<file path="config.mk">
export PLATFORM = sky130hd
export DESIGN_NAME = regFile
export DESIGN_NICKNAME = d
export VERILOG_FILES = /design/src/source/isaPkg.sv /design/src/source/regFile.sv
export SDC_FILE = /design/constraint.sdc
export NUM_CORES = 2
export LEC_CHECK = 0
export BUFFER_PORTS_ARGS = -buffer_cell sky130_fd_sc_hd__buf_4
export CORE_ASPECT_RATIO = 1.25
export CORE_UTILIZATION = 55
export CTS_CLUSTER_SIZE = 24
export DETAILED_ROUTE_END_ITERATION = 6
export PLACE_DENSITY = 0.73
export RECOVER_POWER = 100
export SLEW_MARGIN = 30
export SYNTH_ARGS = -nofsm -noshare
export SYNTH_HDL_FRONTEND = slang
export SYNTH_SLANG_ARGS = --single-unit
</file>
<file path="constraint.sdc">
create_clock -name CLK -period 2.2 [get_ports CLK]
set_clock_uncertainty 0.05 [all_clocks]
set_input_delay 0.22 -clock CLK [delete_from_list [all_inputs] [get_ports CLK]]
set_output_delay 0.22 -clock CLK [all_outputs]
set_load 0.02 [all_outputs]
</file>
<file path="src/source/isaPkg.sv">
package isaPkg;

    localparam int XLEN       = 32;
    localparam int REG_ADDR_W = 5;
    localparam int OPCODE_W   = 7;
    localparam int FUNCT3_W   = 3;

    // Major opcodes of the supported subset
    typedef enum logic [OPCODE_W-1:0] {
        OP     = 7'b0110011,
        OP_IMM = 7'b0010011,
        LOAD   = 7'b0000011,
        STORE  = 7'b0100011,
        BRANCH = 7'b1100011
    } opcodeE;

    typedef enum logic [2:0] {
        ADD,
        SUB,
        AND,
        OR,
        XOR,
        SLT,
        SLL,
        SRL
    } aluOpE;

    // funct3 codes for OP and OP_IMM
    localparam logic [FUNCT3_W-1:0] F3_ADD = 3'b000; // Also SUB
    localparam logic [FUNCT3_W-1:0] F3_SLL = 3'b001;
    localparam logic [FUNCT3_W-1:0] F3_SLT = 3'b010;
    localparam logic [FUNCT3_W-1:0] F3_XOR = 3'b100;
    localparam logic [FUNCT3_W-1:0] F3_SRL = 3'b101;
    localparam logic [FUNCT3_W-1:0] F3_OR  = 3'b110;
    localparam logic [FUNCT3_W-1:0] F3_AND = 3'b111;

    // Memory and branch funct3
    localparam logic [FUNCT3_W-1:0] F3_WORD = 3'b010; // LW and SW
    localparam logic [FUNCT3_W-1:0] F3_BEQ  = 3'b000;
    localparam logic [FUNCT3_W-1:0] F3_BNE  = 3'b001;

    // Instruction bit 30, picks SUB over ADD and SRA over SRL
    localparam logic F7_ALT = 1'b1;

endpackage

</file>
<file path="src/source/regFile.sv">
`timescale 1ns/1ps

module regFile
    import isaPkg::*;
(
    input  logic                  CLK,
    input  logic                  RST,
    input  logic [REG_ADDR_W-1:0] rs1,
    input  logic [REG_ADDR_W-1:0] rs2,
    input  logic                  we,
    input  logic [REG_ADDR_W-1:0] rd,
    input  logic [XLEN-1:0]       wd,
    output logic [XLEN-1:0]       rd1,
    output logic [XLEN-1:0]       rd2
);

    logic [XLEN-1:0] regs [32];

    // x0 is never written, so it stays at its reset value
    always_ff @(posedge CLK) begin
        if (RST) begin
            for (int i = 0; i < 32; i++) begin
                regs[i] <= '0;
            end
        end else if (we && rd != '0) begin
            regs[rd] <= wd;
        end
    end

    assign rd1 = regs[rs1]; // Asynchronous reads
    assign rd2 = regs[rs2];

endmodule

</file>
==> key figures <==
Run status
  – Status: finished, violations left
  – Failing checks: setup timing

Synth
  – Post-synthesis sequential area ratio: between 50% and 60%
  – Yosys warnings: 0
  – Commonest register cell after synthesis: edfxtp_1
  – Post-synth EDFFs: between 1000 and 1500
  – Largest cells by area after synthesis: edfxtp_1 (55%), mux2i_1 (18%), and2_1 (11%)
  – Synthesized area per cell: around 12 um^2
  – Most frequent cells after synthesis: edfxtp_1 (1024), mux2i_1 (1024), and2_1 (994), clkbuf_1 (218), nand2_1 (196)
  – Synth unique cells: 29
  – Dominant cell type by area after synthesis: edfxtp_1
  – Ys async rst share: 0%
  – Mapped Area: 55900 um^2
  – Register bit count reported by yosys: slightly above 1000
  – Top-area cell type share of the netlist area: 55.01%
  – Synthesized netlist cell count: ~4600

Clocking
  – Clock transition at path regs: around 0.060 ns
  – H-tree Lvls: 3
  – Maximum buffer depth of the clock tree: 3
  – Clock sink count: ~1000
  – TritonCTS clock tree: done
  – CTS Buf Count: around 100
  – Root buf cell: clkbuf_16

Global route
  – Vias in the first global route: between 40000 and 50000
  – Largest net degree at the start of global routing: 56
  – Initial antenna violation count: 12
  – Total global routing overflow: 0
  – First-pass GRT wire length: around 270000 um
  – Total GRT Usage: a little under two fifths

Cells and area
  – Area Growth Syn to Fin: 15.47%
  – Final #Nets: roughly 4800
  – Top flop regs: regs: 1024 flops
  – Largest register by flop count: regs
  – Fraction of final layout cells with drive strength greater than 1: between 15 and 20%
  – Largest register FFs: 1024

STA
  – Slew Viols, Final: 0
  – Fin worst setup slack: -0.2334 ns
  – Final Hold Viols: 0
  – Max Fclk: between 400 and 500 MHz
  – Slew @ Worst Pin: approximately 1.2 ns
  – Setup TNS: -10.08 ns
  – Slew Limit Headroom: a little under a fifth
  – RSZ-0062 raised after global routing: true
  – Final min period: 2.433 ns
  – Final setup fails: 126
  – Final hold slack: 0.1979 ns
  – Final period utilization: 110.6%

Route
  – DRC violations left: 0
  – Drt first pass iters: 5
  – Antenna-violating nets left: 0
  – WL/cell: approximately 31 um
  – Total Wirelength: between 150000 and 200000 um
  – Vias/cell: between 6 and 7
  – Initial DRC count: a little over 5000
  – DR vias: around 41000

Placed design
  – Final Wtd Congestion: around 0.91
  – Detailed Place HPWL: ~120000 um
  – Port buffer count: roughly 110

Pwr
  – Cell leakage power: ~25 nW
  – Net Sw Power: around 0.012 W
  – Internal power component: 0.03530 W
  – Max IR drop VDD: between 0.6 and 0.7 mV
  – Switching Share: approximately a quarter
  – Sequential Power Share: between 40% and 50%
  – Pwr/cell area: approximately 740 nW/um^2
  – Clock Power Share: around 38%
  – Comb pwr share: ~14%

Floorplan
  – Rows: 130
  – Full die area: approximately 100000 um^2
  – Die width: 287.1 um
  – Total core area: roughly 100000 um^2
  – Chip Height: between 300 and 400 um
  – # IOs: roughly 110
  – Starting Density: a little under three fifths

Setup path
  – CP Launch Type: flip-flop
  – Worst EP arrival: ~2.2 ns
  – Setup crit end kind: primary output
  – Crit-path max FO: 2
  – Data required time at the worst endpoint: slightly below 2 ns
  – Kind of critical path: flip-flop to primary output

Worst hold path
  – Depth of the worst hold-timing path: 4
  – Hold crit path type: input port to flip-flop
  – Hold Path End: regs[16][21]
  – Hold_sp: rd[2]

Run
  – Max_cap viols: 0
## critical path, cell delays in order (launching register included)
cell	delay (ns)
edfxtp_1	0.43
mux2i_1	0.19
a22o_1	0.18
nor3_2	0.05
a31oi_1	0.25
nand3_1	0.17
buf_6	0.17
## layout make-up
| cell class | count | area, um^2 |
|---|---|---|
| Clock inverter | 63 | 661.9 |
| Fill cell | 7582 | 36140 |
| Clock buffer | 123 | 2695 |
| Tap cell | 1320 | 1652 |
| Sequential cell | 1024 | 30750 |
| Multi-Input combinational cell | 3166 | 24140 |
| Timing Repair Buffer | 494 | 4633 |
| Antenna cell | 6 | 15.01 |
## logic make-up (layout without fill, tap and decap cells)
logic type      Yosys count  count (layout)  share of synthesized area [%]
flops                  1024            1024                          55.01
buf+inv                 446             680                          3.899
simple gates           1534            1534                          15.73
compound gates          576             576                          7.020
other cells               1              38                       0.006709
mux                    1024            1024                          18.34
## how the worst max path moves through the flow
stage / startpoint / endpoint / cells after the start
final: regs[2][23] / rd1[23] / 6
after global routing: regs[2][14] / rd1[14] / 6
after floorplan: RST / regs[12][0] / 5
after global placement: rs1[2] / rd1[20] / 8
after detailed placement: rs1[2] / rd1[20] / 8
after CTS: regs[3][12] / rd2[12] / 6
## placed cells by master, fill, tap and decap left out, types with 128 or more instances in the layout
master,synthesis,final
mux2i_1,1024,1024
edfxtp_1,1024,1024
and2_1,994,676
and2_0,0,316
nand2_1,196,194
a22oi_1,192,192
a21oi_1,192,192
buf_4,63,179
nand3_1,193,153
a22o_1,128,128
## routing by layer
layer	track usage (%)	vias up	wire (um)
li1	-	17209	-
met1	46.91	20304	70410
met2	57.95	2810	88060
met3	7.887	683	21370
met4	23.73	10	13590
met5	0	-	127
## power by group through the flow
stage	sequential [W]	combinational [W]	clock, W
after detailed placement	0.0235	0.00623	0
after global placement	0.0234	0.00615	0
after floorplan	0.0233	0.00357	0
after CTS	0.0231	0.00663	0.0180
final	0.0232	0.00656	0.0180
after global routing	0.0232	0.00679	0.0187
## stage by stage
step	area, um^2	setup WS, ns	total power (W)	util [%]	std cells
finish	64550	-0.2334	0.04768	64.11	6196
global placement	61010	-0.04168	0.02958	60.59	5985
global route	64530	-0.2685	0.04872	64.09	6191
CTS	65610	-0.2306	0.04772	65.16	6193
detailed placement	61010	-0.04870	0.02973	60.59	5985
floorplan	56010	0.3220	0.02689	-	4636
## repair_timing
item                                    4_1_cts  5_1_grt
pin swaps                                   113      103
cloned                                        0        0
setup buffers                                 3        0
hold endpoints to repair                    987        0
endpoints found under the setup margin       63       64
hold buffers                                 32        0
gates resized for setup                     191       36
Note: power is estimated with default switching activity, not from simulation.
