File: src/source/isaPkg.sv
package isaPkg;

    localparam int XLEN       = 32;
    localparam int REG_ADDR_W = 5;
    localparam int OPCODE_W   = 7;
    localparam int FUNCT3_W   = 3;

    // Major opcodes of the supported subset
    typedef enum logic [OPCODE_W-1:0] {
        OP     = 7'b0110011,
        OP_IMM = 7'b0010011,
        LOAD   = 7'b0000011,
        STORE  = 7'b0100011,
        BRANCH = 7'b1100011
    } opcodeE;

    typedef enum logic [2:0] {
        ADD,
        SUB,
        AND,
        OR,
        XOR,
        SLT,
        SLL,
        SRL
    } aluOpE;

    // funct3 codes for OP and OP_IMM
    localparam logic [FUNCT3_W-1:0] F3_ADD = 3'b000; // Also SUB
    localparam logic [FUNCT3_W-1:0] F3_SLL = 3'b001;
    localparam logic [FUNCT3_W-1:0] F3_SLT = 3'b010;
    localparam logic [FUNCT3_W-1:0] F3_XOR = 3'b100;
    localparam logic [FUNCT3_W-1:0] F3_SRL = 3'b101;
    localparam logic [FUNCT3_W-1:0] F3_OR  = 3'b110;
    localparam logic [FUNCT3_W-1:0] F3_AND = 3'b111;

    // Memory and branch funct3
    localparam logic [FUNCT3_W-1:0] F3_WORD = 3'b010; // LW and SW
    localparam logic [FUNCT3_W-1:0] F3_BEQ  = 3'b000;
    localparam logic [FUNCT3_W-1:0] F3_BNE  = 3'b001;

    // Instruction bit 30, picks SUB over ADD and SRA over SRL
    localparam logic F7_ALT = 1'b1;

endpackage

File: src/source/cpuPkg.sv
package cpuPkg;
    import isaPkg::*;

    localparam int IMEM_DEPTH  = 64;
    localparam int IMEM_ADDR_W = 6;
    localparam int DMEM_DEPTH  = 16;
    localparam int DMEM_ADDR_W = 4; // From address bits 5:2

    // Decoded control word
    typedef struct packed {
        aluOpE                 aluOp;
        logic                  aluSrcImm;
        logic                  regWrite;
        logic                  memWrite;
        logic                  memToReg;
        logic                  branch;
        logic                  branchNe;
        logic [REG_ADDR_W-1:0] rs1;
        logic [REG_ADDR_W-1:0] rs2;
        logic [REG_ADDR_W-1:0] rd;
        logic [XLEN-1:0]       imm; // Sign-extended
    } ctrlT;

    typedef struct packed {
        logic                  we;
        logic [REG_ADDR_W-1:0] rd;
        logic [XLEN-1:0]       data;
    } regWriteT;

    typedef struct packed {
        logic                   we;
        logic [DMEM_ADDR_W-1:0] addr; // Word index
        logic [XLEN-1:0]        data;
    } memWriteT;

    typedef struct packed {
        logic [XLEN-1:0] pc;
        logic [XLEN-1:0] inst;
        regWriteT        regWr;
        memWriteT        memWr;
        logic [XLEN-1:0] nextPc;
    } retireT;

endpackage

File: src/source/execUnit.sv
`timescale 1ns/1ps

module execUnit
    import isaPkg::*, cpuPkg::*;
(
    input  ctrlT            ctrl,
    input  logic [XLEN-1:0] pc,
    input  logic [XLEN-1:0] rd1,
    input  logic [XLEN-1:0] rd2,
    output logic [XLEN-1:0] aluResult,
    output logic            branchTaken,
    output logic [XLEN-1:0] branchTarget
);

    logic [XLEN-1:0] opB;
    logic [4:0]      shamt;
    logic            operandsEq;

    assign opB   = ctrl.aluSrcImm ? ctrl.imm : rd2;
    assign shamt = opB[4:0];

    always_comb begin
        case (ctrl.aluOp)
            ADD:     aluResult = rd1 + opB;
            SUB:     aluResult = rd1 - opB;
            AND:     aluResult = rd1 & opB;
            OR:      aluResult = rd1 | opB;
            XOR:     aluResult = rd1 ^ opB;
            SLT:     aluResult = {31'd0, $signed(rd1) < $signed(opB)};
            SLL:     aluResult = rd1 << shamt;
            SRL:     aluResult = rd1 >> shamt;
            default: aluResult = '0;
        endcase
    end

    // Branches compare the two registers, not the ALU operand
    assign operandsEq   = (rd1 == rd2);
    assign branchTaken  = ctrl.branch && (ctrl.branchNe ? !operandsEq : operandsEq);
    assign branchTarget = pc + ctrl.imm;

endmodule

File: config.mk
export PLATFORM = sky130hd
export DESIGN_NAME = execUnit
export DESIGN_NICKNAME = d
export VERILOG_FILES = /design/src/source/isaPkg.sv /design/src/source/cpuPkg.sv /design/src/source/execUnit.sv
export SDC_FILE = /design/constraint.sdc
export NUM_CORES = 1
export LEC_CHECK = 0
export ABC_AREA = 1
export BUFFER_PORTS_ARGS = -buffer_cell sky130_fd_sc_hd__buf_4
export CAP_MARGIN = 15
export CORE_ASPECT_RATIO = 0.8
export CORE_UTILIZATION = 35
export DETAILED_ROUTE_END_ITERATION = 6
export PLACE_DENSITY = 0.54
export SETUP_SLACK_MARGIN = 0.4
export SYNTH_ARGS = -nofsm -noshare
export SYNTH_HDL_FRONTEND = slang
export SYNTH_SLANG_ARGS = --single-unit
File: constraint.sdc
create_clock -name vclk -period 4.2
set_clock_uncertainty 0.2 [all_clocks]
set_input_delay 0.21 -clock vclk [all_inputs]
set_output_delay 0.21 -clock vclk [all_outputs]
set_load 0.05 [all_outputs]
==> results.cfg <==
[power_and_ir_drop]
power.total_mw = 2.986
sw_frac_of_total_pct = 70.59
p_comb_share_pct = 100.0
clkPwrFrac_pct = 0
p_leak_nw = 7.935
p_int_uw = 878.4
p_switching_mw = 2.108
seq_power_share_pct = 0
powerDensity_mw_per_mm2 = 204.7
irDropWorstVdd_uv = 153.6

[setup_path]
critical_path_class = in -> out
crit_path_start_kind = primary input
crit_required_ns = 3.79
cp_common_cell = buf_4
path_max_fanout = 18
crit_arrival_ns = 3.34
endpoint_kind = primary output
critPathMaxStageDelay_ns = 0.44
path_cells = buf_4, inv_4, buf_4, or2_2, o21ai_0, ha_1, inv_1, o22ai_1, a21oi_1, nand2_1, inv_1, nand2_1, nor2_1, nand3_1, buf_4
slowest_stage = ha_1

[logic_synthesis]
post-synth-top-area-cell = nand2_1
syn_inst = 2483
synth_top_cells_by_area = nand2_1 22%, nand3_1 19%, ha_1 13%, inv_1 10%, nor2_1 6.2%
synth_simple_gate_area_share_pct = 54.05
synth_most_common_cell = nand2_1
synth_xor_area_share_pct = 3.791
yosys-top-cells-count = 715 x nand2_1, 484 x nand3_1, 331 x inv_1
ys_seq_area_share_pct = 0
yosysTopAreaCellShare_pct = 21.51
synth_top_family_by_area = simple AND/OR/NAND/NOR gates
synth_compound_area_share_pct = 14.31
syn_area_per_cell_um2 = 5.025
yosysWarnings = 0
netlist_area_mm2 = 0.01248
synthAdderAreaFrac_pct = 13.42
synth_mux_area_share_pct = 0
yosysUniqueCellTypes = 49
synth_nets = 2767

[floorplanning]
die_w_um = 213.1
pin_count = 217
die_h_um = 170.9
initial_core_util_pct = 35.69
core_area_mm2 = 0.03496
placementRows = 61
dieArea_mm2 = 0.03641

[routing]
viasPerCell = 5.764
dr.pass1.iters = 6
wl_per_cell_um = 22.45
num_vias = 17940
post-route-drc-count = 0
routed_wl_um = 69880
dr.first_iter.drc_count = 2802
ant_nets = 0

[grt]
grt_pass1_vias = 15690
track_usage_pct = 37.44
grt_max_degree = 71
grt_antenna_before_repair = 1
grt_pass1_wl_um = 101200
grt_overflow = 0

[sta]
post-route-period-util_pct = 89.23
rsz0062_at_grt = yes
hold_viol_final = 0
slew_headroom_pct = 41.58
setup_viol = 0
period_minus_slack_ns = 3.748
setup_tns_ns = 0
setup_slack_ns = 0.4525
worst_slew_pin_slew_ns = 0.8695
timing.fmax_ghz = 0.2668
finalMaxSlewViolations = 0

[placed_design]
dp_hpwl_um = 59450
pre_cts_ws_ns = 0.4390
port_buffers = 199
gp_congestion = 1.079

[cells_and_area]
post-route-util_pct = 41.74
seq_cell_count = 0
final_nets = 2927
seq_area_um2 = 0
clkbuf_count = 0
n_antenna_cell = 0
synthToLayoutAreaGrowth_pct = 16.95
drive_gt1_share_pct = 12.99

[min_path]
hp-class = in -> out

[outcome]
status = finished, final reports clean

[clock_network]
holdBufCountCts = 0

[flow_run]
max_cap_viol_count = 0
[logic make-up (layout without fill, tap and decap cells)]
group,count (synthesis),count (layout)
AO/OA/AOI/OAI,318,318
XOR/XNOR,54,54
adder cells (fa/ha/maj),132,132
buffers and inverters,440,598
AND/OR/NAND/NOR,1539,1539
[power by group through the flow]
stage / Clock (mW) / Combinational, mW / Sequential [mW]
global route: 0 / 3.18 / 0
CTS: 0 / 2.88 / 0
finish: 0 / 2.99 / 0
detailed placement: 0 / 2.87 / 0
floorplan: 0 / 1.87 / 0
global placement: 0 / 2.86 / 0
[path summary, 6_finish.rpt]
path / from / end / cells past startpoint
setup / recovery: ctrl[52] / aluResult[21] / 15
hold / removal: ctrl[48] / branchTaken / 4
[critical path: cells and delay by family]
kind | cells | cell delay [ns]
AO/OA/AOI/OAI | 3 | 0.67
buffers and inverters | 6 | 1.05
adder cells (fa/ha/maj) | 1 | 0.44
AND/OR/NAND/NOR | 5 | 0.96
[final cells by class]
type                       count  area (um^2)
tap                          472        590.6
multi-input combinational   2043        10770
fill                        4124        20360
inverter                     341         1287
timing repair buffer         257         1942
[routing by layer]
layer	vias up	track usage (%)	wire, um
met5	-	0	18
met4	2	10.54	2431
met3	114	5.580	7889
met2	1143	54.10	27490
met1	8211	56.12	32050
li1	8473	-	-
[cells in the final DEF (no fill, tap or decap), types with 2 or more instances in the layout]
master and count:
a21o_1 8, inv_2 8, o22ai_1 20, nand4_1 50
or2_2 34, nor2_1 201, o21bai_1 13, a21boi_0 3
o21ai_1 8, nand2_2 5, a31oi_1 3, a211oi_1 2
ha_2 13, xnor2_1 13, a21oi_2 2, nand2_4 2
o211ai_1 5, o21ai_2 5, a21oi_1 132, buf_4 256
o2111ai_1 3, o21ai_0 96, nor3_1 22, inv_1 330
nand3b_1 10, xor2_1 41, nor2_2 5, o21a_1 4
nor4_1 3, o21ai_4 4, a221oi_1 4, o221ai_1 5
ha_1 116, fa_1 3, nand3_1 483, nand2_1 715
[repair_timing]
item | CTS | global route
setup buffers | 0 | 7
gates resized for setup | 0 | 34
setup endpoints to repair | 0 | 18
[through the flow]
stage	instance area (um^2)	cells	hold WS [ns]
after floorplan	12480	2483	0.4451
after global placement	14470	3106	0.5904
after detailed placement	14470	3106	0.5922
after CTS	14470	3106	0.5911
after global routing	14590	3113	0.6226
final	14590	3113	0.5901
Power figures use the tool's default switching activity.
