[config.mk]
export PLATFORM = sky130hd
export DESIGN_NAME = instFetch
export DESIGN_NICKNAME = d
export VERILOG_FILES = /design/src/source/isaPkg.sv /design/src/source/cpuPkg.sv /design/src/source/instFetch.sv
export SDC_FILE = /design/constraint.sdc
export NUM_CORES = 2
export LEC_CHECK = 0
export BUFFER_PORTS_ARGS = -buffer_cell sky130_fd_sc_hd__clkbuf_2
export CAP_MARGIN = 0
export CORE_ASPECT_RATIO = 1.1
export CORE_MARGIN = 2
export CORE_UTILIZATION = 33
export CTS_CLUSTER_SIZE = 10
export DETAILED_ROUTE_END_ITERATION = 6
export PLACE_DENSITY_LB_ADDON = 0.2
export SYNTH_ARGS = -nofsm -noshare
export SYNTH_HDL_FRONTEND = slang
export SYNTH_SLANG_ARGS = --single-unit
[constraint.sdc]
create_clock -name CLK -period 5.6 [get_ports CLK]
set_input_delay 1.12 -clock CLK [delete_from_list [all_inputs] [get_ports CLK]]
set_output_delay 1.12 -clock CLK [all_outputs]
set_load 0.1 [all_outputs]
[src/source/isaPkg.sv]
package isaPkg;

    localparam int XLEN       = 32;
    localparam int REG_ADDR_W = 5;
    localparam int OPCODE_W   = 7;
    localparam int FUNCT3_W   = 3;

    // Major opcodes of the supported subset
    typedef enum logic [OPCODE_W-1:0] {
        OP     = 7'b0110011,
        OP_IMM = 7'b0010011,
        LOAD   = 7'b0000011,
        STORE  = 7'b0100011,
        BRANCH = 7'b1100011
    } opcodeE;

    typedef enum logic [2:0] {
        ADD,
        SUB,
        AND,
        OR,
        XOR,
        SLT,
        SLL,
        SRL
    } aluOpE;

    // funct3 codes for OP and OP_IMM
    localparam logic [FUNCT3_W-1:0] F3_ADD = 3'b000; // Also SUB
    localparam logic [FUNCT3_W-1:0] F3_SLL = 3'b001;
    localparam logic [FUNCT3_W-1:0] F3_SLT = 3'b010;
    localparam logic [FUNCT3_W-1:0] F3_XOR = 3'b100;
    localparam logic [FUNCT3_W-1:0] F3_SRL = 3'b101;
    localparam logic [FUNCT3_W-1:0] F3_OR  = 3'b110;
    localparam logic [FUNCT3_W-1:0] F3_AND = 3'b111;

    // Memory and branch funct3
    localparam logic [FUNCT3_W-1:0] F3_WORD = 3'b010; // LW and SW
    localparam logic [FUNCT3_W-1:0] F3_BEQ  = 3'b000;
    localparam logic [FUNCT3_W-1:0] F3_BNE  = 3'b001;

    // Instruction bit 30, picks SUB over ADD and SRA over SRL
    localparam logic F7_ALT = 1'b1;

endpackage

[src/source/cpuPkg.sv]
package cpuPkg;
    import isaPkg::*;

    localparam int IMEM_DEPTH  = 64;
    localparam int IMEM_ADDR_W = 6;
    localparam int DMEM_DEPTH  = 16;
    localparam int DMEM_ADDR_W = 4; // From address bits 5:2

    // Decoded control word
    typedef struct packed {
        aluOpE                 aluOp;
        logic                  aluSrcImm;
        logic                  regWrite;
        logic                  memWrite;
        logic                  memToReg;
        logic                  branch;
        logic                  branchNe;
        logic [REG_ADDR_W-1:0] rs1;
        logic [REG_ADDR_W-1:0] rs2;
        logic [REG_ADDR_W-1:0] rd;
        logic [XLEN-1:0]       imm; // Sign-extended
    } ctrlT;

    typedef struct packed {
        logic                  we;
        logic [REG_ADDR_W-1:0] rd;
        logic [XLEN-1:0]       data;
    } regWriteT;

    typedef struct packed {
        logic                   we;
        logic [DMEM_ADDR_W-1:0] addr; // Word index
        logic [XLEN-1:0]        data;
    } memWriteT;

    typedef struct packed {
        logic [XLEN-1:0] pc;
        logic [XLEN-1:0] inst;
        regWriteT        regWr;
        memWriteT        memWr;
        logic [XLEN-1:0] nextPc;
    } retireT;

endpackage

[src/source/instFetch.sv]
`timescale 1ns/1ps

module instFetch
    import isaPkg::*, cpuPkg::*;
(
    input  logic                   CLK,
    input  logic                   RST,
    input  logic                   loadEn,
    input  logic [IMEM_ADDR_W-1:0] loadAddr,
    input  logic [XLEN-1:0]        loadData,
    input  logic                   branchTaken,
    input  logic [XLEN-1:0]        branchTarget,
    output logic [XLEN-1:0]        pc,
    output logic [XLEN-1:0]        inst,
    output logic [XLEN-1:0]        nextPc
);

    logic [XLEN-1:0] imem [IMEM_DEPTH];
    logic [XLEN-1:0] pcPlus4;

    // Program load port
    always_ff @(posedge CLK) begin
        if (loadEn) begin
            imem[loadAddr] <= loadData;
        end
    end

    // Word index from the byte PC
    assign inst = imem[pc[IMEM_ADDR_W+1:2]];

    assign pcPlus4 = pc + 32'd4;
    assign nextPc  = branchTaken ? branchTarget : pcPlus4;

    // Held at zero while the program is loaded
    always_ff @(posedge CLK) begin
        if (RST || loadEn) begin
            pc <= '0;
        end else begin
            pc <= nextPc;
        end
    end

endmodule

==> results.yml <==
synth:
  synth_nets: 3803
  syn_avg_cell_area_sq_um: 21.44
  ys_seq_elements: 2080
  synth_top_area_share_pct: 76.93
  synth_edf_count: 2048
  synth.largest_area_cell: "edfxtp_1"
  ys_seq_area_share_pct: 77.73
  yosysWarnings: 0
  syn-cell-area_sq_um: 79940
  synth.distinct_cells: 54
  async_flop_share_pct: 0
  synthFlopType: "edfxtp_1"
  synth.area.top_cells: "edfxtp_1 (77%), mux4_2 (13%), mux2i_1 (1.4%), nand2_1 (0.87%), dfxtp_1 (0.80%)"
  netlist_instances: 3728
worst_setup_path:
  worst_setup_path_start_kind: "register"
  path_cells: "buf_12 > buf_12 > mux4_2 > mux2_2 > a221oi_1 > nor4_2 > buf_4 > buf_4"
  critical_path_class: "register to primary output"
  cp.arrival_ns: 4.40
  end_kind: "primary output"
  cp-startpoint: "pc[2]"
  reg2reg_depth: 7
  cp.buffers_inverters: 4
  worstPathMaxFanout: 30
  rrSetupSlack_ns: 2.56
  timing.rr.start: "pc[2]"
  cp_data_required_time_ns: 4.48
  critical-path-top-delay-family: "buffers and inverters"
  cpPeakStageDelay_ns: 0.73
  worstReg2RegEnd: "pc[28]"
  critPathSlowestCell: "a221oi_1"
timing:
  finalWorstSetupSlack_ns: 0.08210
  finalCritPeriodShare_pct: 98.53
  max_freq_mhz: 181.2
  finalSetupTns_ns: 0
  setup_viol: 0
  final-hold-violation-count: 0
  rsz0062_at_grt: "false"
  fin_skew_ns: 0.06330
  fin_crit_ns: 5.518
  maxSlewViolCount: 0
  tightest_slew_ns: 1.261
  relSlewSlack_pct: 15.93
die:
  start_util_pct: 33.17
  io_pins: 170
  chipHeight_microns: 520.2
  die-area_sq_um: 246200
  rows: 189
  core-area_sq_um: 241000
  dieWidth_microns: 473.3
drt:
  ant_nets: 0
  vias: 39510
  wl_per_cell_microns: 30.30
  wirelength_microns: 223600
  dr.pass1.iters: 5
  drc: 0
  viasPerCell: 5.354
  drt_iter0_drc: 3733
min_path:
  hp-start: "branchTarget[26]"
  worstHoldPathCells: 3
  min-delay-path-class: "input port to register"
  min_to: "pc[26]"
place:
  place_congestion: 0.7699
  port_buffers: 169
  preCtsSetupSlack_ns: 0.7659
  dp_hpwl_microns: 133600
power:
  power.share.clock_pct: 40.9
  power.leakage_nw: 28.48
  switching_power_mw: 7.203
  switching_share_pct: 22.13
  p_comb_share_pct: 6.0
  seqPwrFrac_pct: 53.1
  peakVddDrop_uv: 261.2
  p_total_mw: 32.55
  powerDensity_nw_per_um2: 350.6
  cell_internal_pwr_mw: 25.34
clock_network:
  cts-root-buf: "clkbuf_16"
  htree_levels: 4
  worstSkewPairLatency_ns: 0.86
  numCtsBuffers: 236
  cts_tree: "done"
  clock-sinks: 2080
  cts_buffer_depth: 4
  clkTransAtPathRegs_ns: 0.06
  cts_hold_buf: 0
run:
  drv_cap: 0
status:
  status: "finished, final reports clean"
finish:
  n_fill_cell: 21430
  final_layout_size_suffix_gt1_share_pct: 29.99
  nets: 4245
  syn_to_final_growth_pct: 16.11
  layout_common_cells: "edfxtp_1 (2048), mux4_2 (467), clkbuf_16 (239)"
  final_common_cell: "edfxtp_1"
grt:
  grt_remaining_overflow: 0
  grt_pass1_wl_microns: 316000
  grt_pass1_vias: 41080
  antenna_found_initial: 10
  grt_start_max_net_pins: 65
  track_usage_pct: 17.92
## cells in the mapped netlist (all sizes together), types with 12 or more instances
cell	n
buf	137
and2	26
a221oi	35
o21ai	35
o31ai	14
nand3	30
nor3	43
mux4	467
nand2	185
a211oi	30
o22ai	86
clkbuf	67
mux2	33
dfxtp	32
o221ai	25
nor4	23
or4	15
nor2	123
a22oi	22
a32o	12
mux2i	113
a21oi	38
edfxtp	2048
## per-layer routing
| layer | vias to the layer above | part of all wire, % | GRT usage (%) |
|---|---|---|---|
| met4 | 0 | 3.2 | 5.794 |
| met2 | 1033 | 50 | 30.36 |
| li1 | 16480 | - | - |
| met1 | 21650 | 42 | 23.77 |
| met5 | - | 0 | 0 |
| met3 | 350 | 4.8 | 2.557 |
## stage by stage
step / instance area, sq um / hold WS (ns) / utilization (%) / cells
detailed placement: 86540 / 0.6048 / 35.91 / 7081
global route: 92810 / 0.5398 / 38.52 / 7378
CTS: 92780 / 0.4903 / 38.50 / 7372
floorplan: 80050 / 1.092 / - / 3728
global placement: 86540 / 0.5885 / 35.91 / 7081
finish: 92820 / 0.5422 / 38.52 / 7380
## state kept, by name, indices dropped and copies added, names as in the netlist
| signal | count |
|---|---|
| imem | 2048 |
| pc | 32 |
## worst max path at each step
stage	depth (start not counted)	endpoint
final	8	inst[3]
after global routing	8	inst[1]
after CTS	7	inst[25]
after detailed placement	9	inst[10]
after global placement	9	inst[10]
after floorplan	8	nextPc[5]
## power by group through the flow
stage | Sequential [mW] | Combinational (mW) | Clock (mW)
6_report | 17.3 | 1.97 | 13.3
5_1_grt | 17.3 | 2.07 | 14.1
4_1_cts | 17.3 | 2.00 | 13.6
3_5_place_dp | 17.6 | 1.99 | 0
3_3_place_gp | 17.6 | 1.97 | 0
2_1_floorplan | 17.6 | 1.10 | 0
## cells by family after synthesis
logic type	synth area share, %
flip-flops	77.73
AND/OR/NAND/NOR	2.838
XOR/XNOR	0.2301
buffers and inverters	1.434
multiplexers	15.04
AO/OA/AOI/OAI	2.712
adder cells (fa/ha/maj)	0.01565
## timing repair
| action | CTS | global route |
|---|---|---|
| buffers inserted | 1 | 1 |
| endpoints found under the setup margin | 3 | 2 |
| resized for setup | 2 | 0 |
## tightest hold or removal path, stage by stage
cell      delay [ns]
clkbuf_2        0.08
inv_1           0.06
a211oi_1        0.07
## cell type report
| class | instances | area, sq um | area share [%] |
|---|---|---|---|
| flip-flops and latches | 2080 | 62160 | 66.97 |
| multi-input cells | 1435 | 17270 | 18.61 |
| clock buffers | 278 | 6127 | 6.601 |
| well taps | 3151 | 3943 | 4.248 |
| repair buffers | 408 | 3181 | 3.427 |
| clock inverters | 12 | 83.83 | 0.09032 |
| inverters | 9 | 36.28 | 0.03909 |
| diodes | 7 | 17.52 | 0.01887 |
(Power assumes the default switching activity.)
