File: src/source/isaPkg.sv
package isaPkg;

    localparam int XLEN       = 32;
    localparam int REG_ADDR_W = 5;
    localparam int OPCODE_W   = 7;
    localparam int FUNCT3_W   = 3;

    // Major opcodes of the supported subset
    typedef enum logic [OPCODE_W-1:0] {
        OP     = 7'b0110011,
        OP_IMM = 7'b0010011,
        LOAD   = 7'b0000011,
        STORE  = 7'b0100011,
        BRANCH = 7'b1100011
    } opcodeE;

    typedef enum logic [2:0] {
        ADD,
        SUB,
        AND,
        OR,
        XOR,
        SLT,
        SLL,
        SRL
    } aluOpE;

    // funct3 codes for OP and OP_IMM
    localparam logic [FUNCT3_W-1:0] F3_ADD = 3'b000; // Also SUB
    localparam logic [FUNCT3_W-1:0] F3_SLL = 3'b001;
    localparam logic [FUNCT3_W-1:0] F3_SLT = 3'b010;
    localparam logic [FUNCT3_W-1:0] F3_XOR = 3'b100;
    localparam logic [FUNCT3_W-1:0] F3_SRL = 3'b101;
    localparam logic [FUNCT3_W-1:0] F3_OR  = 3'b110;
    localparam logic [FUNCT3_W-1:0] F3_AND = 3'b111;

    // Memory and branch funct3
    localparam logic [FUNCT3_W-1:0] F3_WORD = 3'b010; // LW and SW
    localparam logic [FUNCT3_W-1:0] F3_BEQ  = 3'b000;
    localparam logic [FUNCT3_W-1:0] F3_BNE  = 3'b001;

    // Instruction bit 30, picks SUB over ADD and SRA over SRL
    localparam logic F7_ALT = 1'b1;

endpackage

File: src/source/cpuPkg.sv
package cpuPkg;
    import isaPkg::*;

    localparam int IMEM_DEPTH  = 64;
    localparam int IMEM_ADDR_W = 6;
    localparam int DMEM_DEPTH  = 16;
    localparam int DMEM_ADDR_W = 4; // From address bits 5:2

    // Decoded control word
    typedef struct packed {
        aluOpE                 aluOp;
        logic                  aluSrcImm;
        logic                  regWrite;
        logic                  memWrite;
        logic                  memToReg;
        logic                  branch;
        logic                  branchNe;
        logic [REG_ADDR_W-1:0] rs1;
        logic [REG_ADDR_W-1:0] rs2;
        logic [REG_ADDR_W-1:0] rd;
        logic [XLEN-1:0]       imm; // Sign-extended
    } ctrlT;

    typedef struct packed {
        logic                  we;
        logic [REG_ADDR_W-1:0] rd;
        logic [XLEN-1:0]       data;
    } regWriteT;

    typedef struct packed {
        logic                   we;
        logic [DMEM_ADDR_W-1:0] addr; // Word index
        logic [XLEN-1:0]        data;
    } memWriteT;

    typedef struct packed {
        logic [XLEN-1:0] pc;
        logic [XLEN-1:0] inst;
        regWriteT        regWr;
        memWriteT        memWr;
        logic [XLEN-1:0] nextPc;
    } retireT;

endpackage

File: src/source/instDecode.sv
`timescale 1ns/1ps

module instDecode
    import isaPkg::*, cpuPkg::*;
(
    input  logic [XLEN-1:0] inst,
    output ctrlT            ctrl
);

    logic [FUNCT3_W-1:0] funct3;
    logic                altBit;
    logic [6:0]          funct7;
    logic [XLEN-1:0]     immI;
    logic [XLEN-1:0]     immS;
    logic [XLEN-1:0]     immB;

    assign funct3 = inst[14:12];
    assign funct7 = inst[31:25];
    assign altBit = inst[30];

    assign immI = {{20{inst[31]}}, inst[31:20]};
    assign immS = {{20{inst[31]}}, inst[31:25], inst[11:7]};
    assign immB = {{19{inst[31]}}, inst[31], inst[7], inst[30:25], inst[11:8], 1'b0};

    always_comb begin
        // No-op unless a case below recognizes the word
        ctrl           = '0;
        ctrl.aluOp     = ADD;
        ctrl.rs1       = inst[19:15];
        ctrl.rs2       = inst[24:20];
        ctrl.rd        = inst[11:7];

        case (opcodeE'(inst[6:0]))
            OP: begin
                if (funct7 == 7'b0000000 ||
                    (funct7 == 7'b0100000 && funct3 == F3_ADD)) begin
                    ctrl.regWrite = 1'b1;
                    case (funct3)
                        F3_ADD:  ctrl.aluOp = (altBit == F7_ALT) ? SUB : ADD;
                        F3_SLL:  ctrl.aluOp = SLL;
                        F3_SLT:  ctrl.aluOp = SLT;
                        F3_XOR:  ctrl.aluOp = XOR;
                        F3_SRL:  ctrl.aluOp = SRL; // Alt form would be SRA and is excluded above
                        F3_OR:   ctrl.aluOp = OR;
                        F3_AND:  ctrl.aluOp = AND;
                        default: ctrl.regWrite = 1'b0; // SLTU
                    endcase
                end
            end
            OP_IMM: begin
                ctrl.aluSrcImm = 1'b1;
                ctrl.imm       = immI;
                ctrl.regWrite  = 1'b1;
                case (funct3)
                    F3_ADD:  ctrl.aluOp = ADD;
                    F3_SLT:  ctrl.aluOp = SLT;
                    F3_XOR:  ctrl.aluOp = XOR;
                    F3_OR:   ctrl.aluOp = OR;
                    F3_AND:  ctrl.aluOp = AND;
                    default: ctrl.regWrite = 1'b0; // Immediate shifts not supported
                endcase
            end
            LOAD: begin
                if (funct3 == F3_WORD) begin
                    ctrl.aluSrcImm = 1'b1;
                    ctrl.imm       = immI;
                    ctrl.regWrite  = 1'b1;
                    ctrl.memToReg  = 1'b1;
                end
            end
            STORE: begin
                if (funct3 == F3_WORD) begin
                    ctrl.aluSrcImm = 1'b1;
                    ctrl.imm       = immS;
                    ctrl.memWrite  = 1'b1;
                end
            end
            BRANCH: begin
                if (funct3 == F3_BEQ || funct3 == F3_BNE) begin
                    ctrl.imm      = immB;
                    ctrl.branch   = 1'b1;
                    ctrl.branchNe = (funct3 == F3_BNE);
                end
            end
            default: ;
        endcase
    end

endmodule

File: config.mk
export PLATFORM = sky130hd
export DESIGN_NAME = instDecode
export DESIGN_NICKNAME = d
export VERILOG_FILES = /design/src/source/isaPkg.sv /design/src/source/cpuPkg.sv /design/src/source/instDecode.sv
export SDC_FILE = /design/constraint.sdc
export NUM_CORES = 1
export LEC_CHECK = 0
export BUFFER_PORTS_ARGS = -buffer_cell sky130_fd_sc_hd__buf_2
export CORE_UTILIZATION = 37
export DETAILED_ROUTE_END_ITERATION = 12
export PLACE_DENSITY = 0.95
export REMOVE_ABC_BUFFERS = 1
export SLEW_MARGIN = 10
export SYNTH_ARGS = -nofsm -noshare
export SYNTH_HDL_FRONTEND = slang
export SYNTH_SLANG_ARGS = --single-unit
File: constraint.sdc
create_clock -name vclk -period 3.5
set_input_delay 0.175 -clock vclk [all_inputs]
set_output_delay 0.175 -clock vclk [all_outputs]
set_load 0.02 [all_outputs]
==> flow_summary_export.csv <==
group,metric,value,unit
outcome,status,"completed",
clock_network,cts_resized,0,
synthesis,synth_top_area_share,36.23,%
finish,n_antenna_cell,0,
sta,period_needed,2.167,ns
min_path,hold_path_class,"input port to primary output",
drt,drcViolationCount,0,
sta,fmax,461.6,MHz
synthesis,netlist_area,704.4,um^2
power,leakage,0.5082,nW
drt,finalWirelength,1816,um
finish,nFillCells,198,
critical_path,setup.worst_path.end_class,"primary output",
finish,drive_above_1_share,66.91,%
placed_design,place_area,860.8,um^2
min_path,min_path_cells,0,
sta,slew_viol_final,0,
finish,design.seq.count,0,
finish,instances_no_fill,161,
synthesis,synthCells,94,
grt,grt_usage,15.84,%
sta,final_hold_viol_count,0,
sta,hold_slack,0.3501,ns
synthesis,avgSynthCellArea,7.494,um^2
finish,area_delta_synth_final,22.20,%
clock_network,cts_hold_buf,0,
clock_network,post-cts-setup-buffer-count,0,
sta,slew_headroom,67.03,%
drt,wl_per_cell,11.28,um
power,p_per_area,73.73,nW/um^2
drt,via_per_inst,4.727,
critical_path,worst_path_largest_cell_delay,0.56,ns
drt,vias,761,
placed_design,dp.cells,161,
flow_run,drv_cap,0,
sta,min_period_over_period,61.90,%
power,ir_drop,0.03407,mV
floorplan,die_y,45.64,um
floorplan,start_util,39.93,%
critical_path,crit_top_cell,"buf_2",
grt,first_global_vias,562,
grt,antenna_found_initial,0,
critical_path,required,3.32,ns
grt,grt_overflow_total,0,
floorplan,die-area,2083,um^2
sta,worst_pin_slew,0.4923,ns
critical_path,cp-start-kind,"input port",
floorplan,core-area,1764,um^2
min_path,hp-start,"inst[19]",
critical_path,crit_type,"input port to primary output",
finish,final_cell_mix,"buf_2 (78), a22o_1 (6), nor2_1 (5), a21oi_1 (5)",
grt,grt_max_degree,21,
min_path,min_to,"ctrl[46]",
finish,clock_buffers,0,
finish,final_area,860.8,um^2
finish,layout_commonest_cell,"buf_2",
critical_path,crit_chain,"buf_2, or4b_4, a211oi_4, nor2_4, nor2b_2, buf_2",
floorplan,row_count,15,
floorplan,boundaryPins,88,
synthesis,seq_area_frac_synth,0,%
sta,rsz0062_at_grt,"false",
placed_design,place_congestion,0.7671,
synthesis,synthTopCellsByArea,"buf_4 (36%), a22o_1 (7.5%), nor2b_2 (5.0%)",
placed_design,numPortBuffers,78,
synthesis,synth_top_area_cell,"buf_4",
drt,drtAntennaViolNets,0,
drt,dr.pass1.iters,4,
drt,drtIter0Drc,9,
synthesis,ys_types,32,
finish,seq_area,0,um^2
floorplan,die_x,45.64,um
critical_path,crit_slowest_cell,"or4b_4",
placed_design,dp_hpwl,1560,um
critical_path,worst-path-max-fanout,20,
grt,grt_pass1_wl,2525,um
sta,setup_viol,0,
synthesis,yosysWarnings,0,
critical_path,cp.arrival,1.99,ns
finish,fin_nets,170,
==> cell families after synthesis <==
family,after synthesis,share of synthesized area [%]
AO/OA/AOI/OAI,17,19.36
buffers and inverters,38,38.72
AND/OR/NAND/NOR,38,40.68
XOR/XNOR,1,1.244
==> report_power, final <==
part           leakage, nW  switching, mW  internal [mW]
logic                0.508         0.0368         0.0267
registers                0              0              0
clock network            0              0              0
total                0.508         0.0368         0.0267
==> area by class of cell <==
cell class | count | area (um^2) | area share, %
inverter | 2 | 7.507 | 0.8721
multi-input combinational | 56 | 431.7 | 50.15
tap | 25 | 31.28 | 3.634
timing repair buffer | 78 | 390.4 | 45.35
==> metrics by stage <==
| step | worst slack (ns) | power [mW] | utilization, % | TNS (ns) |
|---|---|---|---|---|
| floorplan | -0.9462 | 0.02064 | - | -18.92 |
| global placement | 1.392 | 0.06218 | 48.79 | 0 |
| detailed placement | 1.325 | 0.06338 | 48.79 | 0 |
| CTS | 1.325 | 0.06355 | 48.79 | 0 |
| global route | 1.150 | 0.06905 | 48.79 | 0 |
| finish | 1.333 | 0.06347 | 48.79 | 0 |
==> synthesized netlist by cell type, types with 2 or more instances <==
cell	count
buf_4	34
a22o_1	6
a21oi_1	5
nor2_1	5
nor2b_1	4
nor2b_2	4
nor3_1	4
buf_2	2
inv_1	2
nand2_1	2
nand2b_1	2
nor3_2	2
nor4_1	2
o21a_1	2
==> critical path: cells and delay by family <==
| kind | cells | cell delay, ns |
|---|---|---|
| AOI/OAI and AO/OA | 1 | 0.32 |
| buffers and inverters | 2 | 0.40 |
| and+or+nand+nor | 3 | 1.09 |
==> worst max path at each step <==
stage | startpoint | to | slack, ns
after global routing | inst[13] | ctrl[22] | 1.15
after CTS | inst[12] | ctrl[17] | 1.33
final | inst[12] | ctrl[27] | 1.33
after detailed placement | inst[12] | ctrl[17] | 1.32
after global placement | inst[12] | ctrl[29] | 1.39
after floorplan | inst[12] | ctrl[12] | -0.95
==> layer usage <==
metal / up-vias / wire length, um / track usage, %
li1: 381 / - / -
met1: 329 / 723 / 19.39
met2: 51 / 921 / 31.71
met3: 0 / 171 / 0.3968
met4: 0 / 0 / 0
met5: - / 0 / 0
Note: power is estimated with default switching activity, not from simulation.
