`config.mk`:
```
export PLATFORM = sky130hd
export DESIGN_NAME = dataMem
export DESIGN_NICKNAME = d
export VERILOG_FILES = /design/src/source/isaPkg.sv /design/src/source/cpuPkg.sv /design/src/source/dataMem.sv
export SDC_FILE = /design/constraint.sdc
export NUM_CORES = 1
export LEC_CHECK = 0
export ABC_AREA = 1
export BUFFER_PORTS_ARGS = -buffer_cell sky130_fd_sc_hd__clkbuf_2
export CORE_ASPECT_RATIO = 1.1
export CORE_MARGIN = 1
export CORE_UTILIZATION = 56
export CTS_CLUSTER_DIAMETER = 40
export DETAILED_ROUTE_END_ITERATION = 8
export PLACE_DENSITY = 0.82
export SYNTH_ARGS = -nofsm -noshare
export SYNTH_HDL_FRONTEND = slang
export SYNTH_SLANG_ARGS = --single-unit
```
`constraint.sdc`:
```
create_clock -name CLK -period 1.9 [get_ports CLK]
set_input_delay 0 -clock CLK [delete_from_list [all_inputs] [get_ports CLK]]
set_output_delay 0 -clock CLK [all_outputs]
set_load 0.03 [all_outputs]
```
`src/source/isaPkg.sv`:
```
package isaPkg;

    localparam int XLEN       = 32;
    localparam int REG_ADDR_W = 5;
    localparam int OPCODE_W   = 7;
    localparam int FUNCT3_W   = 3;

    // Major opcodes of the supported subset
    typedef enum logic [OPCODE_W-1:0] {
        OP     = 7'b0110011,
        OP_IMM = 7'b0010011,
        LOAD   = 7'b0000011,
        STORE  = 7'b0100011,
        BRANCH = 7'b1100011
    } opcodeE;

    typedef enum logic [2:0] {
        ADD,
        SUB,
        AND,
        OR,
        XOR,
        SLT,
        SLL,
        SRL
    } aluOpE;

    // funct3 codes for OP and OP_IMM
    localparam logic [FUNCT3_W-1:0] F3_ADD = 3'b000; // Also SUB
    localparam logic [FUNCT3_W-1:0] F3_SLL = 3'b001;
    localparam logic [FUNCT3_W-1:0] F3_SLT = 3'b010;
    localparam logic [FUNCT3_W-1:0] F3_XOR = 3'b100;
    localparam logic [FUNCT3_W-1:0] F3_SRL = 3'b101;
    localparam logic [FUNCT3_W-1:0] F3_OR  = 3'b110;
    localparam logic [FUNCT3_W-1:0] F3_AND = 3'b111;

    // Memory and branch funct3
    localparam logic [FUNCT3_W-1:0] F3_WORD = 3'b010; // LW and SW
    localparam logic [FUNCT3_W-1:0] F3_BEQ  = 3'b000;
    localparam logic [FUNCT3_W-1:0] F3_BNE  = 3'b001;

    // Instruction bit 30, picks SUB over ADD and SRA over SRL
    localparam logic F7_ALT = 1'b1;

endpackage

```
`src/source/cpuPkg.sv`:
```
package cpuPkg;
    import isaPkg::*;

    localparam int IMEM_DEPTH  = 64;
    localparam int IMEM_ADDR_W = 6;
    localparam int DMEM_DEPTH  = 16;
    localparam int DMEM_ADDR_W = 4; // From address bits 5:2

    // Decoded control word
    typedef struct packed {
        aluOpE                 aluOp;
        logic                  aluSrcImm;
        logic                  regWrite;
        logic                  memWrite;
        logic                  memToReg;
        logic                  branch;
        logic                  branchNe;
        logic [REG_ADDR_W-1:0] rs1;
        logic [REG_ADDR_W-1:0] rs2;
        logic [REG_ADDR_W-1:0] rd;
        logic [XLEN-1:0]       imm; // Sign-extended
    } ctrlT;

    typedef struct packed {
        logic                  we;
        logic [REG_ADDR_W-1:0] rd;
        logic [XLEN-1:0]       data;
    } regWriteT;

    typedef struct packed {
        logic                   we;
        logic [DMEM_ADDR_W-1:0] addr; // Word index
        logic [XLEN-1:0]        data;
    } memWriteT;

    typedef struct packed {
        logic [XLEN-1:0] pc;
        logic [XLEN-1:0] inst;
        regWriteT        regWr;
        memWriteT        memWr;
        logic [XLEN-1:0] nextPc;
    } retireT;

endpackage

```
`src/source/dataMem.sv`:
```
`timescale 1ns/1ps

module dataMem
    import isaPkg::*, cpuPkg::*;
(
    input  logic            CLK,
    input  logic            RST,
    input  logic            we,
    input  logic [XLEN-1:0] addr,
    input  logic [XLEN-1:0] wd,
    output logic [XLEN-1:0] rdata
);

    logic [XLEN-1:0]        mem [DMEM_DEPTH];
    logic [DMEM_ADDR_W-1:0] wordIdx;

    assign wordIdx = addr[DMEM_ADDR_W+1:2]; // Upper bits wrap

    always_ff @(posedge CLK) begin
        if (RST) begin
            for (int i = 0; i < DMEM_DEPTH; i++) begin
                mem[i] <= '0;
            end
        end else if (we) begin
            mem[wordIdx] <= wd;
        end
    end

    assign rdata = mem[wordIdx];

endmodule

```
==> reports/results.ini, run 1 <==
[cells_and_area]
syn_to_final_growth_pct=11.7
multi_input_area_um2=7320
fillCellCount=3050
seq_area_um2=15400
largest_reg_flops=512
layout.nets=2803
postLayoutCellArea_um2=26500
drive_above_1_share_pct=8.40
top_register=mem
reg.largest.list=mem (512)

[sta]
setup_tns_ps=0
period_minus_slack_ps=1830
finalHoldViolCount=0
timing.slew.headroom_pct=52.2
tightest_slew_ps=717
rsz0062_at_grt=no
finalSetupViolations=0
finalMaxSlewViolations=0
setup_ws_ps=69.1
timing.fmax_mhz=546
post-route-period-util_pct=96.4

[power_and_ir_drop]
p_leak_nw=12.0
power_frac_comb_pct=9.8
powerDensity_nw_per_um2=967
ir_drop_uv=521
pwr-share-seq_pct=51.7
power_switching_mw=6.21
intPower_mw=19.4
swShare_pct=24.2
clkPwrFrac_pct=38.6

[logic_synthesis]
synth.distinct_cells=11
synth_ff_type=edfxtp_1
ys_seq_area_share_pct=64.8
synth_warnings=0
ys_seq_elements=512
syn_inst=2721
syn-num-nets=2788
synth_area_per_cell_um2=8.72
synth.most_common_cell=nand2_1
netlist_area_um2=23700
synth_common_cells=nand2_1 (1410), nor2_1 (515), edfxtp_1 (512), clkbuf_1 (136), inv_1 (99)
yosysTopAreaCellShare_pct=64.8
async_flop_share_pct=0
synth.area.top_cells=edfxtp_1 (65%), nand2_1 (22%), nor2_1 (8.1%)
synth-edff-count=512
synth_area_leader_cell=edfxtp_1

[detailed_routing]
viasPerCell=5.51
wl_per_cell_um=18.6
antenna_left=0
firstDrtPassIters=6
vias=18384
drt_iter0_drc=2263
drc=0
routed_wl_um=62200

[die]
dieHeight_um=218
row_count=78
die_area_um2=43200
initial_core_util_pct=57.2
ioPinCount=99
core_region_area_um2=41500
die_w_um=198

[grt]
antenna_found_initial=2
grt_pass1_vias=18321
gr-usage-all-layers_pct=29.4
grt_max_degree=117
grt_pass1_wl_um=96200
grt_overflow=0

[worst_setup_path]
crit_family=simple AND/OR/NAND/NOR gates
crit_path_end_kind=output port
cpMaxStageDelayCell=edfxtp_1
crit_type=register to output port
cpMostUsedCell=nand2_1
critPathLaunchType=register
path_max_fanout=1
worstPathArrival_ps=1830
slowest_delay_ps=330
worstPathCellList=nand2_1 > nand2_1 > nand2_1 > nand2_1 > nand2_1 > nand2_1 > inv_1 > nand2_1 > clkbuf_2
crit_buf_inv=2
worstPathRequired_ps=1900

[status]
status=finished, final reports clean

[hold_path]
worstHoldPathCells=3
min_path_type=input port to register
min_to=mem[4][18]
hold_start=wd[18]

[place]
routabilityCongestion=0.871
placed_area_um2=24900
io_buffers=70
dp_hpwl_um=35700
place_ws_ps=238

[clock_network]
cts.sinks=512
cts_made_buffers=49
cts_root_buffer=clkbuf_16
clk_pin_slew_ps=60
clockBufferDepth=3
cts_tree=done
cts_setup_buffers=0
cts_max_level=2

[run]
timing.max_cap.violations=0

==> worst min-delay path, delay by kind of cell <==
kind / cells / cell delay (ps)
buffers and inverters: 2 / 310
and+or+nand+nor: 1 / 170
==> repair_timing <==
action                                 4_1_cts  5_1_grt
hold buffers                                 1        0
setup endpoints to repair                    0        1
endpoints found under the hold margin        1        0
gates resized for setup                      0        1
==> how the worst max path moves through the flow <==
| stage | startpoint | to | slack, ps | cells after the start |
|---|---|---|---|---|
| after global routing | mem[15][13] | rdata[13] | 10 | 9 |
| after global placement | addr[2] | rdata[19] | 280 | 11 |
| after CTS | mem[6][20] | rdata[20] | 80 | 9 |
| after floorplan | addr[2] | mem[12][0] | 120 | 6 |
| final | mem[6][20] | rdata[20] | 70 | 9 |
| after detailed placement | addr[2] | rdata[19] | 240 | 11 |
==> final cells by class <==
cell class	count	area share [%]
Sequential cell	512	58.0
Multi-Input combinational cell	1929	27.6
Clock buffer	58	4.92
Timing Repair Buffer	142	4.12
Tap cell	560	2.64
Inverter	102	1.47
Clock inverter	30	1.15
Antenna cell	1	0.00945
==> metal layers <==
layer  vias up  global-route usage, %  part of all wire (%)
met5         -                      0                 0.021
met4         2                   17.3                   5.1
li1       8501                      -                     -
met1      8527                   35.5                    35
met3       231                   6.00                    11
met2      1123                   49.0                    49
==> cell usage in the layout, fill, tap and decap left out, types with 2 or more instances in the layout <==
cell,instances
clkinv_4,2
inv_1,98
nand2_1,1394
buf_4,57
bufinv_16,6
clkbuf_16,51
buf_12,15
nor2_4,3
clkinv_2,5
clkbuf_2,67
nor3_2,3
edfxtp_1,512
clkinv_1,15
clkbuf_1,7
nand2_2,16
inv_6,4
nor2_1,512
==> power by group through the flow <==
stage          clock network (mW)  logic (mW)  registers (mW)
2_1_floorplan                   0        1.59            13.4
5_1_grt                      10.3        2.72            13.3
6_report                     9.88        2.50            13.2
3_5_place_dp                    0        2.42            13.5
3_3_place_gp                    0        2.35            13.4
4_1_cts                      9.89        2.46            13.2
==> stage by stage <==
stage	total power [mW]	utilization, %	cells	hold slack (ps)
floorplan	15.0	-	2721	276
global placement	15.8	60.0	3244	577
detailed placement	15.9	60.0	3244	590
CTS	25.6	63.9	3333	4.25
global route	26.3	63.9	3333	33.1
finish	25.6	63.9	3334	22.3
==> logic make-up (layout without fill, tap and decap cells) <==
logic type | count (synthesis) | count (layout) | share of synthesized area (%)
simple gates | 1929 | 1929 | 30.6
flops | 512 | 512 | 64.8
buf+inv | 280 | 332 | 4.59
other cells | 0 | 1 | 0
Note: power is estimated with default switching activity, not from simulation.
==> inputs of run 2 (changes only) <==
- ABC_AREA: 1 -> default
==> run 2 against run 1 <==
Against the previous run: the run now ends with setup timing left; die area is 3.5% lower; critical path depth is 5 lower; sequential power hardly changed; sequential share of layout area is 1.3 points lower; clock-buffer cell count is 8 higher; non-clock buffer count is 45 higher; final area is 2.3% higher; via count is 29% lower; utilization is 3.4 points higher; wire length is 9.5% lower; global-route usage is 1.8 points lower; largest power group unchanged.
==> reports/results.ini, run 2 <==
[status]
status=finished, violations left
violations=setup timing

[power_and_ir_drop]
swShare_pct=22.5  ; -1.7 points
p_leak_nw=9.58  ; -20%
power_mw=26.4  ; +3.2%
ir_drop_uv=725  ; +39%
intPower_mw=20.5  ; +5.6%
pwr-share-seq_pct=50.1  ; -1.6 points
powerDensity_nw_per_um2=975  ; +0.88%
clkPwrFrac_pct=40.4  ; +1.8 points
power_frac_comb_pct=9.5  ; -0.3 points
power_switching_mw=5.95  ; -4.2%

[worst_setup_path]
slowest_delay_ps=480  ; +150 ps
worstPathArrival_ps=2030  ; +200 ps
critPathLaunchType=register
crit_buf_inv=1  ; -1
worstPathRequired_ps=1900  ; about the same
crit_family=multiplexers
path_max_fanout=1  ; unchanged
cpMaxStageDelayCell=mux4_2
crit_type=register to output port
crit_path_end_kind=output port
worstPathCellList=mux4_2 > a22oi_2 > nand2_2 > buf_6

[sta]
finalMaxSlewViolations=0  ; unchanged
timing.slew.headroom_pct=49.2  ; -3.0 points
tightest_slew_ps=761  ; +44.4 ps
rsz0062_at_grt=yes
whs_ps=35.2  ; +12.9 ps
finalSetupViolations=28  ; +28
timing.fmax_mhz=492  ; -9.9%
post-route-period-util_pct=107  ; +11 points
setup_ws_ps=-133  ; -202 ps
finalHoldViolCount=0  ; unchanged
setup_tns_ps=-1440  ; -1440 ps
period_minus_slack_ps=2030  ; +202 ps

[cells_and_area]
final_cell_mix=and2_1 (512), edfxtp_1 (512), mux4_2 (128), clkbuf_16 (55), buf_4 (55)
drive_above_1_share_pct=29.4  ; +21 points
reg.largest.list=mem (512)
utilization_pct=67.3  ; +3.4 points
postLayoutCellArea_um2=27100  ; +2.3%
antenna_cells=0  ; -1
top_register=mem
layout.nets=1601  ; -43%
syn_to_final_growth_pct=18.5
fin_cells=2090  ; -37%
largest_reg_flops=512  ; unchanged

[logic_synthesis]
yosysTopAreaCellShare_pct=67.2  ; +2.4 points
synth_ff_type=edfxtp_1
synth.area.top_cells=edfxtp_1 (67%), and2_1 (14%), mux4_2 (13%)
synth_common_cells=and2_1 (513), edfxtp_1 (512), mux4_2 (128), clkbuf_1 (91), a22oi_1 (64)
synth_warnings=0  ; unchanged
syn_inst=1418  ; -48%
synth.distinct_cells=21  ; +10
synth-edff-count=512  ; unchanged
async_flop_share_pct=0  ; unchanged
synth_area_per_cell_um2=16.1  ; +85%
ys_seq_elements=512  ; unchanged
netlist_area_um2=22900  ; -3.6%
syn-num-nets=1485  ; -47%
synth_area_leader_cell=edfxtp_1
ys_seq_area_share_pct=67.2  ; +2.4 points
synth.most_common_cell=and2_1

[place]
dp_cells=1959  ; -40%
dp_hpwl_um=32100  ; -10%
place_ws_ps=155  ; -83.4 ps
placed_area_um2=24400  ; -1.7%
routabilityCongestion=0.801  ; -8.1%
io_buffers=70  ; unchanged

[hold_path]
min_path_type=input port to register

[detailed_routing]
firstDrtPassIters=8  ; +2
viasPerCell=6.22  ; +13%
wl_per_cell_um=26.9  ; +44%
drt_iter0_drc=1388  ; -39%
routed_wl_um=56300  ; -9.5%
drc=0  ; unchanged
antenna_left=0  ; unchanged
vias=13005  ; -29%

[clock_network]
cts_root_buffer=clkbuf_16
clockBufferDepth=3  ; unchanged
cts_tree=done
cts.sinks=512  ; unchanged
cts_max_level=2  ; unchanged
clk_pin_slew_ps=60  ; about the same
cts_made_buffers=54  ; +10%

[grt]
grt_pass1_wl_um=83600  ; -13%
antenna_found_initial=1  ; -1
grt_pass1_vias=13769  ; -25%
grt_overflow=0  ; unchanged
gr-usage-all-layers_pct=27.7  ; -1.8 points
grt_max_degree=40  ; -66%

[die]
core_region_area_um2=40300  ; -2.9%
dieHeight_um=214  ; -1.8%
die_area_um2=41700  ; -3.5%
row_count=77  ; -1.3%
die_w_um=195  ; -1.8%
ioPinCount=99  ; unchanged
initial_core_util_pct=56.8  ; -0.39 points

[run]
timing.max_cap.violations=0  ; unchanged

[run 2: changes by cell type in the layout (fill, tap and decap cells not counted), moves of 18 or more]
cell           previous run  this run
inv_1                    98         0
dlygate4sd3_1             1        32
nand2_1                1394        16
buf_8                     0        18
mux4_2                    0       128
a22oi_2                   0        43
a22oi_1                   0        21
nor2_1                  512         0
clkbuf_2                 67        38
and2_1                    0       512
[run 2: layer usage]
metal | wire length [µm] | global-route usage (%) | share of wire, % | up-vias
met3 | 4990 | 4.62 | 8.9 | 164
met1 | 20000 | 34.4 | 36 | 6614
met4 | 2170 | 11.9 | 3.9 | 0
li1 | - | - | - | 5476
met5 | 0 | 0 | 0 | -
met2 | 29100 | 48.0 | 52 | 751
[run 2: final timing paths]
path / start / depth (start not counted) / slack, ps / endpoint
worst max-delay path: mem[2][31] / 4 / -130 / rdata[31]
worst min-delay path: RST / 3 / 40 / mem[13][27]
[run 2: cell type report]
type                    instances  area, µm²
clock buffers                  66       1420
clock inverters                33        402
fillers                      2529      13200
multi-input cells             779       7290
flip-flops and latches        512      15400
well taps                     513        642
repair buffers                187       1980
[run 2: logic make-up after synthesis]
family                 count (synthesis)  synth area share (%)
and+or+nand+nor                      587                  15.7
AOI/OAI and AO/OA                     64                  2.10
buffers and inverters                127                  2.36
muxes                                128                  12.6
DFF                                  512                  67.2
[run 2: repair_timing]
action | 4_1_cts | 5_1_grt
pin swaps | 44 | 14
resized for setup | 100 | 37
hold buffers | 32 | 0
gates cloned | 0 | 0
endpoints found under the setup margin | 32 | 32
setup buffers | 0 | 0
endpoints found under the hold margin | 509 | 0
[run 2: power by group through the flow]
stage	Clock [mW]	Combinational, mW	Sequential, mW
after floorplan	0	1.31	13.4
after global placement	0	2.10	13.4
after detailed placement	0	2.14	13.5
after CTS	10.8	2.43	13.2
after global routing	11.2	2.62	13.3
final	10.7	2.50	13.2
==> inputs of run 3 (changes only) <==
- ABC_AREA: default -> 1
- CORE_UTILIZATION: 56 -> 58
- CTS_BUF_LIST: default -> sky130_fd_sc_hd__clkbuf_4 sky130_fd_sc_hd__clkbuf_8
- PLACE_DENSITY: 0.82 -> 0.85
==> run 3 against run 2 <==
Against the previous run: the flow now finishes without violations; highest routed layer is now met5; clock power fell by 19%; power decreased by 7.7%; clock-buffer cell count is 40 higher; critical endpoint is now rdata[14]; sequential power barely moved.
==> reports/results.ini, run 3 (synthesis results as in run 1) <==
[status]
status=finished, final reports clean

[die]
initial_core_util_pct=58.9  ; +2.1 points
ioPinCount=99  ; unchanged
die_w_um=195  ; about the same
core_region_area_um2=40300  ; unchanged
row_count=77  ; unchanged
die_area_um2=41700  ; +0.12%
dieHeight_um=214  ; about the same

[sta]
timing.fmax_mhz=545  ; +11%
setup_ws_ps=66.6  ; +199 ps
finalHoldViolCount=0  ; unchanged
finalMaxSlewViolations=0  ; unchanged
setup_tns_ps=0  ; +1440 ps
rsz0062_at_grt=no
period_minus_slack_ps=1830  ; -199 ps
tightest_slew_ps=737  ; -24.4 ps
timing.slew.headroom_pct=50.8  ; +1.7 points
post-route-period-util_pct=96.5  ; -10 points
finalSetupViolations=0  ; -100%
whs_ps=29.3  ; -5.94 ps

[clock_network]
cts.sinks=512  ; unchanged
cts_root_buffer=clkbuf_8
cts_max_level=3  ; +1
cts_made_buffers=78  ; +44%
cts_tree=done
clk_pin_slew_ps=70  ; about the same
clockBufferDepth=3  ; unchanged

[cells_and_area]
seq_area_um2=15400  ; unchanged
final_cell_mix=nand2_1 (1394), nor2_1 (512), edfxtp_1 (512), inv_1 (98), clkbuf_8 (80)
layout.nets=2855  ; +78%
reg.largest.list=mem (512)
postLayoutCellArea_um2=26500  ; -2.4%
layout_commonest_cell=nand2_1
largest_reg_flops=512  ; unchanged
top_register=mem
fillCellCount=2878  ; +14%
syn_to_final_growth_pct=11.5
multi_input_area_um2=7320  ; +0.52%
drive_above_1_share_pct=9.94  ; -19 points

[grt]
grt_pass1_wl_um=98200  ; +18%
grt_max_degree=101  ; +150%
grt_pass1_vias=18756  ; +36%
grt_overflow=0  ; unchanged
gr-usage-all-layers_pct=30.6  ; +2.9 points
antenna_found_initial=2  ; +1

[worst_setup_path]
cpMaxStageDelayCell=edfxtp_1
worstPathRequired_ps=1900  ; about the same
slowest_delay_ps=320  ; -160 ps
cpMostUsedCell=nand2_1
worstPathCellList=nand2_1 > nand2_1 > nand2_1 > nand2_1 > nand2_1 > nand2_1 > inv_1 > nand2_1 > clkbuf_2
critPathLaunchType=register
crit_type=register to output port
worstPathArrival_ps=1830  ; -200 ps
crit_path_end_kind=output port
path_max_fanout=1  ; unchanged

[detailed_routing]
vias=18866  ; +45%
routed_wl_um=63100  ; +12%
wl_per_cell_um=18.8  ; -30%
drc=0  ; unchanged
viasPerCell=5.63  ; -9.5%
antenna_left=0  ; unchanged
drt_iter0_drc=2605  ; +88%
firstDrtPassIters=7  ; -1

[place]
dp_hpwl_um=36800  ; +15%
routabilityCongestion=0.869  ; +8.5%
placed_area_um2=24800  ; +1.5%
io_buffers=70  ; unchanged
place_ws_ps=191  ; +36.1 ps

[power_and_ir_drop]
p_leak_nw=12.1  ; +26%
power_mw=24.4  ; -7.7%
powerDensity_nw_per_um2=922  ; -5.4%
ir_drop_uv=543  ; -25%

[hold_path]
min_path_type=input port to register

[run]
timing.max_cap.violations=0  ; unchanged

## run 3: cell count changes in the layout (fill, tap and decap cells not counted), moves of 43 or more
| cell | before | now |
|---|---|---|
| clkbuf_8 | 10 | 80 |
| clkbuf_16 | 55 | 0 |
| and2_1 | 512 | 0 |
| a22oi_2 | 43 | 0 |
| inv_1 | 0 | 98 |
| nor2_1 | 0 | 512 |
| mux4_2 | 128 | 0 |
| nand2_1 | 16 | 1394 |
## run 3: routing by layer
| metal | up-vias | part of all wire (%) | track usage (%) |
|---|---|---|---|
| met5 | - | 0.016 | 0 |
| met1 | 8749 | 35 | 37.9 |
| met4 | 2 | 4.8 | 16.2 |
| met2 | 1260 | 48 | 50.6 |
| li1 | 8596 | - | - |
| met3 | 259 | 12 | 6.31 |
## run 3: timing repair
| item | 4_1_cts | 5_1_grt |
|---|---|---|
| endpoints found under the setup margin | 0 | 6 |
| buffers inserted | 0 | 0 |
| hold endpoints to repair | 250 | 0 |
| resized for setup | 0 | 16 |
| hold buffers | 22 | 0 |
## run 3: area by class of cell
cell class,count,area share (%)
clock buffers,106,4.88
repair buffers,165,4.95
multi-input cells,1929,27.7
clock inverters,23,0.487
inverters,102,1.48
diodes,1,0.00946
flip-flops and latches,512,58.1
well taps,513,2.43
## run 3: metrics by stage
step,cells,util [%]
after floorplan,2721,-
after detailed placement,3199,61.6
after CTS,3350,65.7
after global placement,3199,61.6
final,3351,65.7
after global routing,3351,65.7
## run 3: path summary, 6_finish.rpt
| check | startpoint | to | cells after the start |
|---|---|---|---|
| setup / recovery | mem[11][14] | rdata[14] | 9 |
| hold / removal | wd[25] | mem[8][25] | 3 |
## run 3: critical path: cells and delay by family (launching register included)
kind / cells / cell delay, ps
buffers and inverters: 2 / 290
DFF: 1 / 320
and+or+nand+nor: 7 / 590
## run 3: report_power, final
part           internal [mW]  switching [mW]
Clock                   4.50            4.12
Combinational          0.672            1.87
Sequential              13.1           0.176
